===== src/mulArithPkg.sv =====
package mulArithPkg;

    localparam int opWidth   = 8;
    localparam int prodWidth = 2 * opWidth;
    localparam int pipeDepth = 3;
    // Eight AND rows plus the correction-constant row
    localparam int ppRows    = opWidth + 1;
    localparam int claGroup  = 4;

    typedef logic signed [opWidth-1:0]   operand_t;
    typedef logic signed [prodWidth-1:0] product_t;
    typedef logic [prodWidth-1:0]        ppRow_t;
    typedef ppRow_t [ppRows-1:0]         ppMatrix_t;

    typedef struct packed {
        ppRow_t sum;
        ppRow_t carry;
    } sumPair_t;

    typedef struct packed {
        logic carry;
        logic sum;
    } faBits_t;

    function automatic faBits_t fullAdd(input logic a, input logic b, input logic c);
        faBits_t r;
        r.sum   = a ^ b ^ c;
        r.carry = (a & b) | (a & c) | (b & c);
        return r;
    endfunction

endpackage


===== src/mulBusPkg.sv =====
package mulBusPkg;

    localparam int addrWidth     = 4;
    localparam int dataWidth     = 32;
    localparam int statusBusyBit = 0;
    localparam int statusDoneBit = 1;
    localparam int ctrlStartBit  = 0;

    typedef enum logic [1:0] {
        respOkay   = 2'b00,
        respSlvErr = 2'b10
    } axiResp_e;

    typedef enum logic [addrWidth-1:0] {
        regOperands = 4'h0,
        regCtrl     = 4'h4,
        regStatus   = 4'h8,
        regResult   = 4'hC
    } regAddr_e;

    typedef struct packed {
        logic [addrWidth-1:0] awaddr;
        logic                 awvalid;
        logic [dataWidth-1:0] wdata;
        logic                 wvalid;
        logic                 bready;
        logic [addrWidth-1:0] araddr;
        logic                 arvalid;
        logic                 rready;
    } axiReq_t;

    typedef struct packed {
        logic                 awready;
        logic                 wready;
        axiResp_e             bresp;
        logic                 bvalid;
        logic [dataWidth-1:0] rdata;
        axiResp_e             rresp;
        logic                 rvalid;
        logic                 arready;
    } axiRsp_t;

endpackage


===== src/partialProductGen.sv =====
`timescale 1ns/1ns

module partialProductGen (
    input  logic                   clk,
    input  logic                   arstN,
    input  mulArithPkg::operand_t  opA,
    input  mulArithPkg::operand_t  opB,
    input  logic                   inValid,
    output mulArithPkg::ppMatrix_t ppOut,
    output logic                   outValid
);
    import mulArithPkg::*;

    ppMatrix_t ppNext;

    // Baugh-Wooley rows, a term pairing exactly one sign bit is inverted
    always_comb begin
        ppNext = '0;
        for (int i = 0; i < opWidth; i++) begin
            for (int j = 0; j < opWidth; j++) begin
                ppNext[i][i+j] = (opA[j] & opB[i]) ^
                                 ((i == opWidth - 1) != (j == opWidth - 1));
            end
        end
        // Correction ones that fold the inverted terms back to two's complement
        ppNext[opWidth][opWidth]       = 1'b1;
        ppNext[opWidth][prodWidth - 1] = 1'b1;
    end

    always_ff @(posedge clk or negedge arstN) begin
        if (!arstN) begin
            outValid <= 1'b0;
        end else begin
            outValid <= inValid;
        end
    end

    always_ff @(posedge clk) begin
        if (inValid) begin
            ppOut <= ppNext;
        end
    end

endmodule


===== src/carrySaveTree.sv =====
`timescale 1ns/1ns

module carrySaveTree (
    input  logic                   clk,
    input  logic                   arstN,
    input  mulArithPkg::ppMatrix_t ppIn,
    input  logic                   inValid,
    output mulArithPkg::sumPair_t  rowsOut,
    output logic                   outValid
);
    import mulArithPkg::*;

    sumPair_t l1a;
    sumPair_t l1b;
    sumPair_t l1c;
    sumPair_t l2a;
    sumPair_t l2b;
    sumPair_t l3;
    sumPair_t l4;

    // One row of 3:2 compressors, carries move up one column
    function automatic sumPair_t compress(input ppRow_t a, input ppRow_t b, input ppRow_t c);
        faBits_t  fa;
        sumPair_t r;
        r = '0;
        for (int k = 0; k < prodWidth; k++) begin
            fa         = fullAdd(a[k], b[k], c[k]);
            r.sum[k]   = fa.sum;
            if (k < prodWidth - 1) begin
                r.carry[k+1] = fa.carry;
            end
        end
        return r;
    endfunction

    // Nine rows down to six
    assign l1a = compress(ppIn[0], ppIn[1], ppIn[2]);
    assign l1b = compress(ppIn[3], ppIn[4], ppIn[5]);
    assign l1c = compress(ppIn[6], ppIn[7], ppIn[8]);

    // Six down to four
    assign l2a = compress(l1a.sum, l1a.carry, l1b.sum);
    assign l2b = compress(l1b.carry, l1c.sum, l1c.carry);

    // Four down to three, l2b.carry waits one layer
    assign l3 = compress(l2a.sum, l2a.carry, l2b.sum);

    assign l4 = compress(l3.sum, l3.carry, l2b.carry);

    always_ff @(posedge clk or negedge arstN) begin
        if (!arstN) begin
            outValid <= 1'b0;
        end else begin
            outValid <= inValid;
        end
    end

    always_ff @(posedge clk) begin
        if (inValid) begin
            rowsOut <= l4;
        end
    end

endmodule


===== src/lookaheadAdder.sv =====
`timescale 1ns/1ns

module lookaheadAdder (
    input  logic                  clk,
    input  logic                  arstN,
    input  mulArithPkg::sumPair_t rowsIn,
    input  logic                  inValid,
    output mulArithPkg::product_t prodOut,
    output logic                  outValid
);
    import mulArithPkg::*;

    logic [prodWidth-1:0] prop;
    logic [prodWidth-1:0] gen;
    logic [prodWidth-1:0] carry;

    function automatic logic [claGroup-1:0] groupCarries(input logic [claGroup-1:0] g,
                                                         input logic [claGroup-1:0] p,
                                                         input logic cin);
        logic [claGroup-1:0] c;
        c[0] = g[0] | (p[0] & cin);
        c[1] = g[1] | (p[1] & g[0]) | (p[1] & p[0] & cin);
        c[2] = g[2] | (p[2] & g[1]) | (p[2] & p[1] & g[0]) | (p[2] & p[1] & p[0] & cin);
        c[3] = g[3] | (p[3] & g[2]) | (p[3] & p[2] & g[1]) | (p[3] & p[2] & p[1] & g[0])
             | (&p & cin);
        return c;
    endfunction

    // Half add per column gives propagate and generate
    always_comb begin : pgBits
        faBits_t pg;
        for (int k = 0; k < prodWidth; k++) begin
            pg      = fullAdd(rowsIn.sum[k], rowsIn.carry[k], 1'b0);
            prop[k] = pg.sum;
            gen[k]  = pg.carry;
        end
    end

    // Groups chained through their carry out; the top group's carry out is dropped
    always_comb begin : carryChain
        logic [claGroup-1:0] grp;
        carry[0] = 1'b0;
        for (int k = 0; k < prodWidth / claGroup; k++) begin
            grp = groupCarries(gen[claGroup*k +: claGroup], prop[claGroup*k +: claGroup],
                               carry[claGroup*k]);
            carry[claGroup*k+1 +: claGroup-1] = grp[claGroup-2:0];
            if (k < prodWidth / claGroup - 1) begin
                carry[claGroup*(k+1)] = grp[claGroup-1];
            end
        end
    end

    always_ff @(posedge clk or negedge arstN) begin
        if (!arstN) begin
            outValid <= 1'b0;
        end else begin
            outValid <= inValid;
        end
    end

    always_ff @(posedge clk) begin
        if (inValid) begin
            prodOut <= product_t'(prop ^ carry);
        end
    end

    sumMatches: assert property (@(posedge clk) disable iff (!arstN)
        outValid |-> prodOut == product_t'($past(rowsIn.sum) + $past(rowsIn.carry)));

endmodule


===== src/mulCtrl.sv =====
`timescale 1ns/1ns

module mulCtrl (
    input  logic                  clk,
    input  logic                  arstN,
    input  mulBusPkg::axiReq_t    busReq,
    output mulBusPkg::axiRsp_t    busRsp,
    output mulArithPkg::operand_t opA,
    output mulArithPkg::operand_t opB,
    output logic                  launch,
    input  mulArithPkg::product_t prodIn,
    input  logic                  prodValid
);
    import mulArithPkg::*;
    import mulBusPkg::*;

    typedef enum logic {
        ctrlIdle,
        ctrlBusy
    } ctrlState_e;

    ctrlState_e           state;
    logic                 startReq;
    logic                 doneQ;
    product_t             resultQ;
    regAddr_e             wrAddr;
    regAddr_e             rdAddr;
    logic                 wrFire;
    logic                 arFire;
    logic                 startWrite;
    logic                 refuse;
    logic                 stateBusy;
    logic                 doneFlag;
    product_t             resultView;
    axiResp_e             wrResp;
    axiResp_e             rdResp;
    logic [dataWidth-1:0] rdNext;
    logic                 bvalid;
    axiResp_e             bresp;
    logic                 rvalid;
    logic [dataWidth-1:0] rdata;
    axiResp_e             rresp;

    // Address and data are taken on the same edge, one write response outstanding
    assign wrFire = busReq.awvalid && busReq.wvalid && !bvalid;
    assign arFire = busReq.arvalid && !rvalid;
    assign wrAddr = regAddr_e'(busReq.awaddr);
    assign rdAddr = regAddr_e'(busReq.araddr);

    // A product arriving from the adder is visible in status on that same edge
    assign stateBusy  = (state == ctrlBusy) && !prodValid;
    assign doneFlag   = doneQ || prodValid;
    assign resultView = prodValid ? prodIn : resultQ;
    assign refuse     = stateBusy || startReq;
    assign startWrite = wrFire && (wrAddr == regCtrl) && busReq.wdata[ctrlStartBit];

    always_comb begin
        case (wrAddr)
            regOperands: wrResp = respOkay;
            regCtrl:     wrResp = (busReq.wdata[ctrlStartBit] && refuse) ? respSlvErr : respOkay;
            default:     wrResp = respSlvErr;
        endcase
    end

    always_comb begin
        rdNext = '0;
        rdResp = respOkay;
        case (rdAddr)
            regOperands: rdNext = {{(dataWidth - 2 * opWidth){1'b0}}, opB, opA};
            regCtrl:     rdNext[ctrlStartBit] = startReq;
            regStatus: begin
                rdNext[statusBusyBit] = stateBusy;
                rdNext[statusDoneBit] = doneFlag;
            end
            regResult:   rdNext = {{(dataWidth - prodWidth){resultView[prodWidth-1]}}, resultView};
            default:     rdResp = respSlvErr;
        endcase
    end

    always_ff @(posedge clk or negedge arstN) begin
        if (!arstN) begin
            opA <= '0;
            opB <= '0;
        end else if (wrFire && wrAddr == regOperands) begin
            {opB, opA} <= busReq.wdata[2*opWidth-1:0];
        end
    end

    // Launch trails the accepted start by one cycle, together with busy
    always_ff @(posedge clk or negedge arstN) begin
        if (!arstN) begin
            state    <= ctrlIdle;
            startReq <= 1'b0;
            launch   <= 1'b0;
            doneQ    <= 1'b0;
            resultQ  <= '0;
        end else begin
            startReq <= startWrite && !refuse;
            launch   <= startReq;
            case (state)
                ctrlIdle: begin
                    if (startReq) begin
                        state <= ctrlBusy;
                        doneQ <= 1'b0;
                    end
                end
                ctrlBusy: begin
                    if (prodValid) begin
                        state   <= ctrlIdle;
                        doneQ   <= 1'b1;
                        resultQ <= prodIn;
                    end
                end
                default: state <= ctrlIdle;
            endcase
        end
    end

    always_ff @(posedge clk or negedge arstN) begin
        if (!arstN) begin
            bvalid <= 1'b0;
            bresp  <= respOkay;
            rvalid <= 1'b0;
            rdata  <= '0;
            rresp  <= respOkay;
        end else begin
            if (wrFire) begin
                bvalid <= 1'b1;
                bresp  <= wrResp;
            end else if (busReq.bready) begin
                bvalid <= 1'b0;
            end
            if (arFire) begin
                rvalid <= 1'b1;
                rdata  <= rdNext;
                rresp  <= rdResp;
            end else if (busReq.rready) begin
                rvalid <= 1'b0;
            end
        end
    end

    always_comb begin
        busRsp.awready = wrFire;
        busRsp.wready  = wrFire;
        busRsp.bresp   = bresp;
        busRsp.bvalid  = bvalid;
        busRsp.rdata   = rdata;
        busRsp.rresp   = rresp;
        busRsp.rvalid  = rvalid;
        busRsp.arready = arFire;
    end

    bHold: assert property (@(posedge clk) disable iff (!arstN)
        bvalid && !busReq.bready |=> bvalid && $stable(bresp));

    rHold: assert property (@(posedge clk) disable iff (!arstN)
        rvalid && !busReq.rready |=> rvalid && $stable(rdata) && $stable(rresp));

    prodInBusy: assert property (@(posedge clk) disable iff (!arstN)
        prodValid |-> state == ctrlBusy);

    // Datapath latency seen from the controller
    prodLatency: assert property (@(posedge clk) disable iff (!arstN)
        launch |-> ##pipeDepth prodValid);

endmodule


===== src/mulTop.sv =====
`timescale 1ns/1ns

module mulTop (
    input  logic               clk,
    input  logic               arstN,
    input  mulBusPkg::axiReq_t busReq,
    output mulBusPkg::axiRsp_t busRsp
);
    import mulArithPkg::*;

    operand_t  opA;
    operand_t  opB;
    logic      launch;
    ppMatrix_t ppMatrix;
    logic      ppValid;
    sumPair_t  rows;
    logic      rowsValid;
    product_t  product;
    logic      prodValid;

    mulCtrl u_ctrl (
        .clk      (clk),
        .arstN    (arstN),
        .busReq   (busReq),
        .busRsp   (busRsp),
        .opA      (opA),
        .opB      (opB),
        .launch   (launch),
        .prodIn   (product),
        .prodValid(prodValid)
    );

    partialProductGen u_ppGen (
        .clk     (clk),
        .arstN   (arstN),
        .opA     (opA),
        .opB     (opB),
        .inValid (launch),
        .ppOut   (ppMatrix),
        .outValid(ppValid)
    );

    carrySaveTree u_tree (
        .clk     (clk),
        .arstN   (arstN),
        .ppIn    (ppMatrix),
        .inValid (ppValid),
        .rowsOut (rows),
        .outValid(rowsValid)
    );

    lookaheadAdder u_adder (
        .clk     (clk),
        .arstN   (arstN),
        .rowsIn  (rows),
        .inValid (rowsValid),
        .prodOut (product),
        .outValid(prodValid)
    );

endmodule


===== config.mk =====
export PLATFORM = sky130hd
export DESIGN_NAME = mulTop
export DESIGN_NICKNAME = d
export VERILOG_FILES = /design/src/mulArithPkg.sv /design/src/mulBusPkg.sv /design/src/partialProductGen.sv /design/src/carrySaveTree.sv /design/src/lookaheadAdder.sv /design/src/mulCtrl.sv /design/src/mulTop.sv
export SDC_FILE = /design/constraint.sdc
export NUM_CORES = 1
export LEC_CHECK = 0
export BUFFER_PORTS_ARGS = -buffer_cell sky130_fd_sc_hd__buf_2
export CAP_MARGIN = 25
export CORE_UTILIZATION = 50
export CTS_CLUSTER_SIZE = 30
export DETAILED_ROUTE_END_ITERATION = 7
export PLACE_DENSITY = 0.71
export SLEW_MARGIN = 10
export SYNTH_ARGS = -nofsm -noshare
export SYNTH_HDL_FRONTEND = slang
export SYNTH_SLANG_ARGS = --single-unit

===== constraint.sdc =====
create_clock -name clk -period 3.8 [get_ports clk]
set_input_delay 0.19 -clock clk [delete_from_list [all_inputs] [get_ports clk]]
set_output_delay 0.19 -clock clk [all_outputs]
set_load 0.02 [all_outputs]

# Word-level counts from Yosys, hierarchy flattened
# Index checks and enable logic that the tools add are counted.
[op_classes]
n_eq_ne = 6
n_mux = 17
bitwise_logic = 459
n_reduce_logical = 22
[op_table]
columns = ["operator", "n"]
rows = [
  ["$and A1 B1 Y1", 237],
  ["$xor A1 B1 Y1", 109],
  ["$or A1 B1 Y1", 95],
  ["$pmux W30 S2", 1],
  ["$not A1 Y1", 17],
  ["$mux W16", 1],
  ["$xor A16 B16 Y16", 1],
  ["$logic_and A1 B1 Y1", 9],
  ["$eq A4 B3 Y1 const B", 2],
  ["$eq A4 B4 Y1 const B", 2],
  ["$logic_not A4 Y1", 2],
  ["$mux W1", 8],
  ["$logic_not A1 Y1", 4],
  ["$mux W2", 2],
  ["$ne A2 B1 Y1 const B", 2],
  ["$pmux W1 S2", 2],
  ["$pmux W1 S4", 1],
  ["$pmux W2 S2", 1],
  ["$reduce_and A4 Y1", 1],
  ["$reduce_bool A2 Y1", 2],
  ["$reduce_or A4 Y1", 1],
  ["$pmux W1 S3", 1],
  ["$logic_or A1 B1 Y1", 2],
  ["$reduce_and A2 Y1", 1],
]
[totals]
reg_bits = 184
in_bits = 47
output_inout_bits = 41
elab_cells = 530

# Longest topological paths before layout
[depth]
depth_word = 12
mapped_depth = 8

# Modules after synthesis
# Synthesis repeated with hierarchy kept, for this count alone.
[hier_totals]
cells_unflattened = 819
hier_area_um2 = 10436.3
[by_module_without_submodules]
columns = ["mod", "instances", "cells_each", "area_each_um2", "seq_area_each_um2"]
rows = [
  ["carrySaveTree", 1, 293, 3666.0, 925.9],
  ["partialProductGen", 1, 211, 2920.3, 1946.9],
  ["mulCtrl", 1, 225, 2683.8, 1426.4],
  ["lookaheadAdder", 1, 90, 1166.1, 505.5],
]

# Worst setup path before layout
# OpenSTA, ideal clock, no wires.
[synth_timing]
path_type = "register to register"
start = "reg u_ppGen.ppOut[57] in the netlist's numbering"
end = "reg u_tree.rowsOut[25] in the netlist's numbering, data pin"
setup_time_ps = 269
arrival_time_ps = 2443
required_ps = 3531
setup_slack_ps = 1088
stages_incl_launch_ff = 9
path_buffers = 0
period_less_slack_ps = 2712
path_cell_list = "edfxtp_1 > inv_1 > fa_1 > inv_1 > fa_1 > inv_1 > fa_1 > inv_1 > fa_1"
[synth_rtl]
columns = ["element", "line", "source"]
rows = [
  ["start: declaration", "partialProductGen.sv:9", "output mulArithPkg::ppMatrix_t ppOut,"],
  ["start signal: assignment", "partialProductGen.sv:40", "ppOut <= ppNext;"],
  ["end signal: assignment", "carrySaveTree.sv:60", "rowsOut <= l4;"],
  ["end: declaration", "carrySaveTree.sv:8", "output mulArithPkg::sumPair_t rowsOut,"],
]

==> results.sh <==
export IMPL_htree_num_levels=4
export IMPL_period_share_pct=73.64
export IMPL_num_rows=46
export IMPL_synthCells=590
export IMPL_ios=88
export IMPL_switching_power_uw=992.4
export IMPL_fin_tns_setup_ns=0
export IMPL_yosys_warnings=0
export IMPL_area_delta_synth_final_pct=13.93
export IMPL_yosys_area_share_simple_pct=8.753
export IMPL_clock_sinks=167
export IMPL_drv_cap=0
export IMPL_skew_ns=0.008921
export IMPL_n_antenna_cell=0
export IMPL_wl_per_cell_um=15.67
export IMPL_synth_top_family_by_area="adder cells"
export IMPL_synth_area_leaders="edfxtp_1 40%, dfrtp_1 18%, fa_1 9.9%"
export IMPL_initial_core_util_pct=51.11
export IMPL_end_kind="flip-flop"
export IMPL_synth_edf_count=107
export IMPL_netlist_area_sq_um=8119
export IMPL_core_region_area_sq_um=15890
export IMPL_fin_crit_ns=2.798
export IMPL_gp_congestion=0.7750
export IMPL_dp_cells=844
export IMPL_grt_pass1_wl_mm=22.38
export IMPL_p_seq_share_pct=53.0
export IMPL_dr_pass1_iters=5
export IMPL_clockBufferDepth=2
export IMPL_clk_pin_slew_worst_paths_ns=0.06
export IMPL_drcViolationCount=0
export IMPL_grt_max_degree=61
export IMPL_clkPwrFrac_pct=39.2
export IMPL_yosys_most_used_dff="edfxtp_1"
export IMPL_vias=4460
export IMPL_drtIter0Drc=318
export IMPL_ys_seq_elements=167
export IMPL_die_area_sq_um=16750
export IMPL_min_path_type="in -> reg"
export IMPL_clk_latency_ns=0.42
export IMPL_cts_buffers=17
export IMPL_required_ns=3.96
export IMPL_synth_compound_area_share_pct=4.639
export IMPL_synth_xor_area_share_pct=0.7551
export IMPL_tightestPinTransition_ns=0.9252
export IMPL_pwr_share_comb_pct=7.8
export IMPL_finalSetupViolations=0
export IMPL_synth_distinct_cells=46
export IMPL_ir_drop_mv=0.4050
export IMPL_max_slew_margin_pct=38.32
export IMPL_num_nets_final=786
export IMPL_power_leakage_uw=0.004023
export IMPL_rsz0062_at_grt="no"
export IMPL_synth_top_cell_area_share_pct=39.57
export IMPL_synth_seq_area_share_pct=58.07
export IMPL_fmax_mhz=357.4
export IMPL_antenna_found_initial=0
export IMPL_final_layout_size_suffix_gt1_share_pct=22.12
export IMPL_worst_endpoint_arrival_ns=2.96
export IMPL_grt_pass1_vias=4551
export IMPL_synth_top_area_cell="edfxtp_1"
export IMPL_synthAdderAreaFrac_pct=15.10
export IMPL_intPower_uw=3138
export IMPL_holdPathEnd="u_ctrl.startReq"
export IMPL_hold_path_startpoint="busReq[8]"
export IMPL_io_buffers=69
export IMPL_dp_hpwl_mm=9.658
export IMPL_layout_cells_non_filler=894
export IMPL_synth_area_per_cell_sq_um=13.76
export IMPL_critical_path_class="reg -> reg"
export IMPL_hold_viol_final=0
export IMPL_p_per_area_nw_per_um2=446.5
export IMPL_drt_total_wl_mm=14.01
export IMPL_whs_ns=0.02471
export IMPL_grt_usage_pct=18.34
export IMPL_grt_ovfl_total=0
export IMPL_cts_tree="built"
export IMPL_synth_common_cells="107 x edfxtp_1, 77 x inv_1, 60 x dfrtp_1"
export IMPL_viasPerCell=4.989
export IMPL_die_h_um=129.4
export IMPL_hold_depth=3
export IMPL_synthArstFlopShare_pct=35.93
export IMPL_p_total_uw=4130
export IMPL_antenna_left=0
export IMPL_r2r_end="u_tree.rowsOut[24]"
export IMPL_timing_rr_start="u_ppGen.ppOut[56]"
export IMPL_status="finished, final reports clean"
export IMPL_drv_slew=0
export IMPL_cts_root_buf="clkbuf_16"
export IMPL_switching_share_pct=24.03
export IMPL_critPathMaxFanout=1
export IMPL_muxShareOfSynthArea_pct=5.871
export IMPL_die_w_um=129.4
export IMPL_regToRegSetupSlack_ns=1.00
export IMPL_worst_r2r_path_depth=6
export IMPL_startpoint_type="flip-flop"
export IMPL_synth_most_common_cell="edfxtp_1"
registers in the layout (all words and copies together), names as in the netlist:
signal            cells
u_ctrl.bresp          1
u_ctrl.state          1
u_ctrl.rvalid         1
u_adder.prodOut      16
u_ppGen.ppOut        64
u_tree.rowsOut       27
u_ppGen.outValid      1
u_ctrl.rdata         17
u_ctrl.doneQ          1
u_tree.outValid       1
u_ctrl.bvalid         1
u_adder.outValid      1
u_ctrl.opA            8
u_ctrl.launch         1
u_ctrl.rresp          1
u_ctrl.startReq       1
u_ctrl.resultQ       16
u_ctrl.opB            8
power by group through the flow:
stage	registers [uW]	clock network, uW	logic (uW)
2_1_floorplan	2160	0	206
3_3_place_gp	2220	0	295
3_5_place_dp	2230	0	312
4_1_cts	2190	1640	326
5_1_grt	2200	1730	362
6_report	2190	1620	324
cells in the final DEF, fill, tap and decap left out, drive strengths merged, types with 6 or more instances in the layout:
cell	instances
ha	34
dfrtp	60
fa	40
o21ai	12
edfxtp	107
a221oi	9
mux2	37
clkinv	6
dlygate4sd3	17
and2	50
buf	73
clkbuf	23
nor3	6
nand2	37
mux2i	6
nor2	29
a21oi	9
inv	77
cell type report:
class | count | area [sq um]
Fill cell | 1256 | 6635
Sequential cell | 167 | 4716
Multi-Input combinational cell | 312 | 2859
Timing Repair Buffer | 90 | 553.0
Clock buffer | 23 | 489.2
Inverter | 77 | 289.0
Tap cell | 216 | 270.3
Clock inverter | 9 | 73.82
worst max-delay path: stages, from the launching register on:
cell and delay [ns]:
edfxtp_1 0.40, fa_1 0.55, inv_1 0.06, fa_1 0.47, fa_1 0.55, inv_1 0.06
fa_1 0.46
how the worst max path moves through the flow:
stage                           start                 end  slack, ns
floorplan           u_ppGen.ppOut[57]  u_tree.rowsOut[25]       1.09
global placement    u_ppGen.ppOut[56]  u_tree.rowsOut[24]       1.03
detailed placement  u_ppGen.ppOut[56]  u_tree.rowsOut[24]        1.0
CTS                 u_ppGen.ppOut[56]  u_tree.rowsOut[24]       0.99
global route        u_ppGen.ppOut[56]  u_tree.rowsOut[24]       0.90
finish              u_ppGen.ppOut[56]  u_tree.rowsOut[24]       1.00
repair_timing:
item                                    CTS  global route
hold buffers                             17             0
endpoints found under the hold margin    76             0
resized for setup                         0             0
buffers inserted                          0             0
endpoints found under the setup margin    0             0
kinds of logic (layout without fill, tap and decap cells):
group	after synthesis	count (layout)
xor gates and xnor gates	7	7
DFF	167	167
buffers and inverters	112	199
and+or+nand+nor	134	134
other	1	2
adders and majority gates	74	74
muxes	43	43
AOI/OAI and AO/OA	52	52
metrics by stage:
step / utilization, % / area, sq um / worst slack [ns]
after floorplan: - / 8123 / 1.088
after global placement: 53.47 / 8494 / 1.025
after detailed placement: 53.52 / 8502 / 0.9972
after CTS: 58.14 / 9235 / 0.9890
after global routing: 58.23 / 9250 / 0.8952
final: 58.23 / 9250 / 1.002
metal layers:
| layer | up-vias | part of all wire (%) | GRT usage, % |
|---|---|---|---|
| li1 | 2132 | - | - |
| met1 | 2185 | 45 | 24.76 |
| met2 | 128 | 48 | 29.03 |
| met3 | 15 | 5.7 | 4.459 |
| met4 | 0 | 1.2 | 6.840 |
| met5 | - | 0 | 0 |
Note: power is estimated with default switching activity, not from simulation.
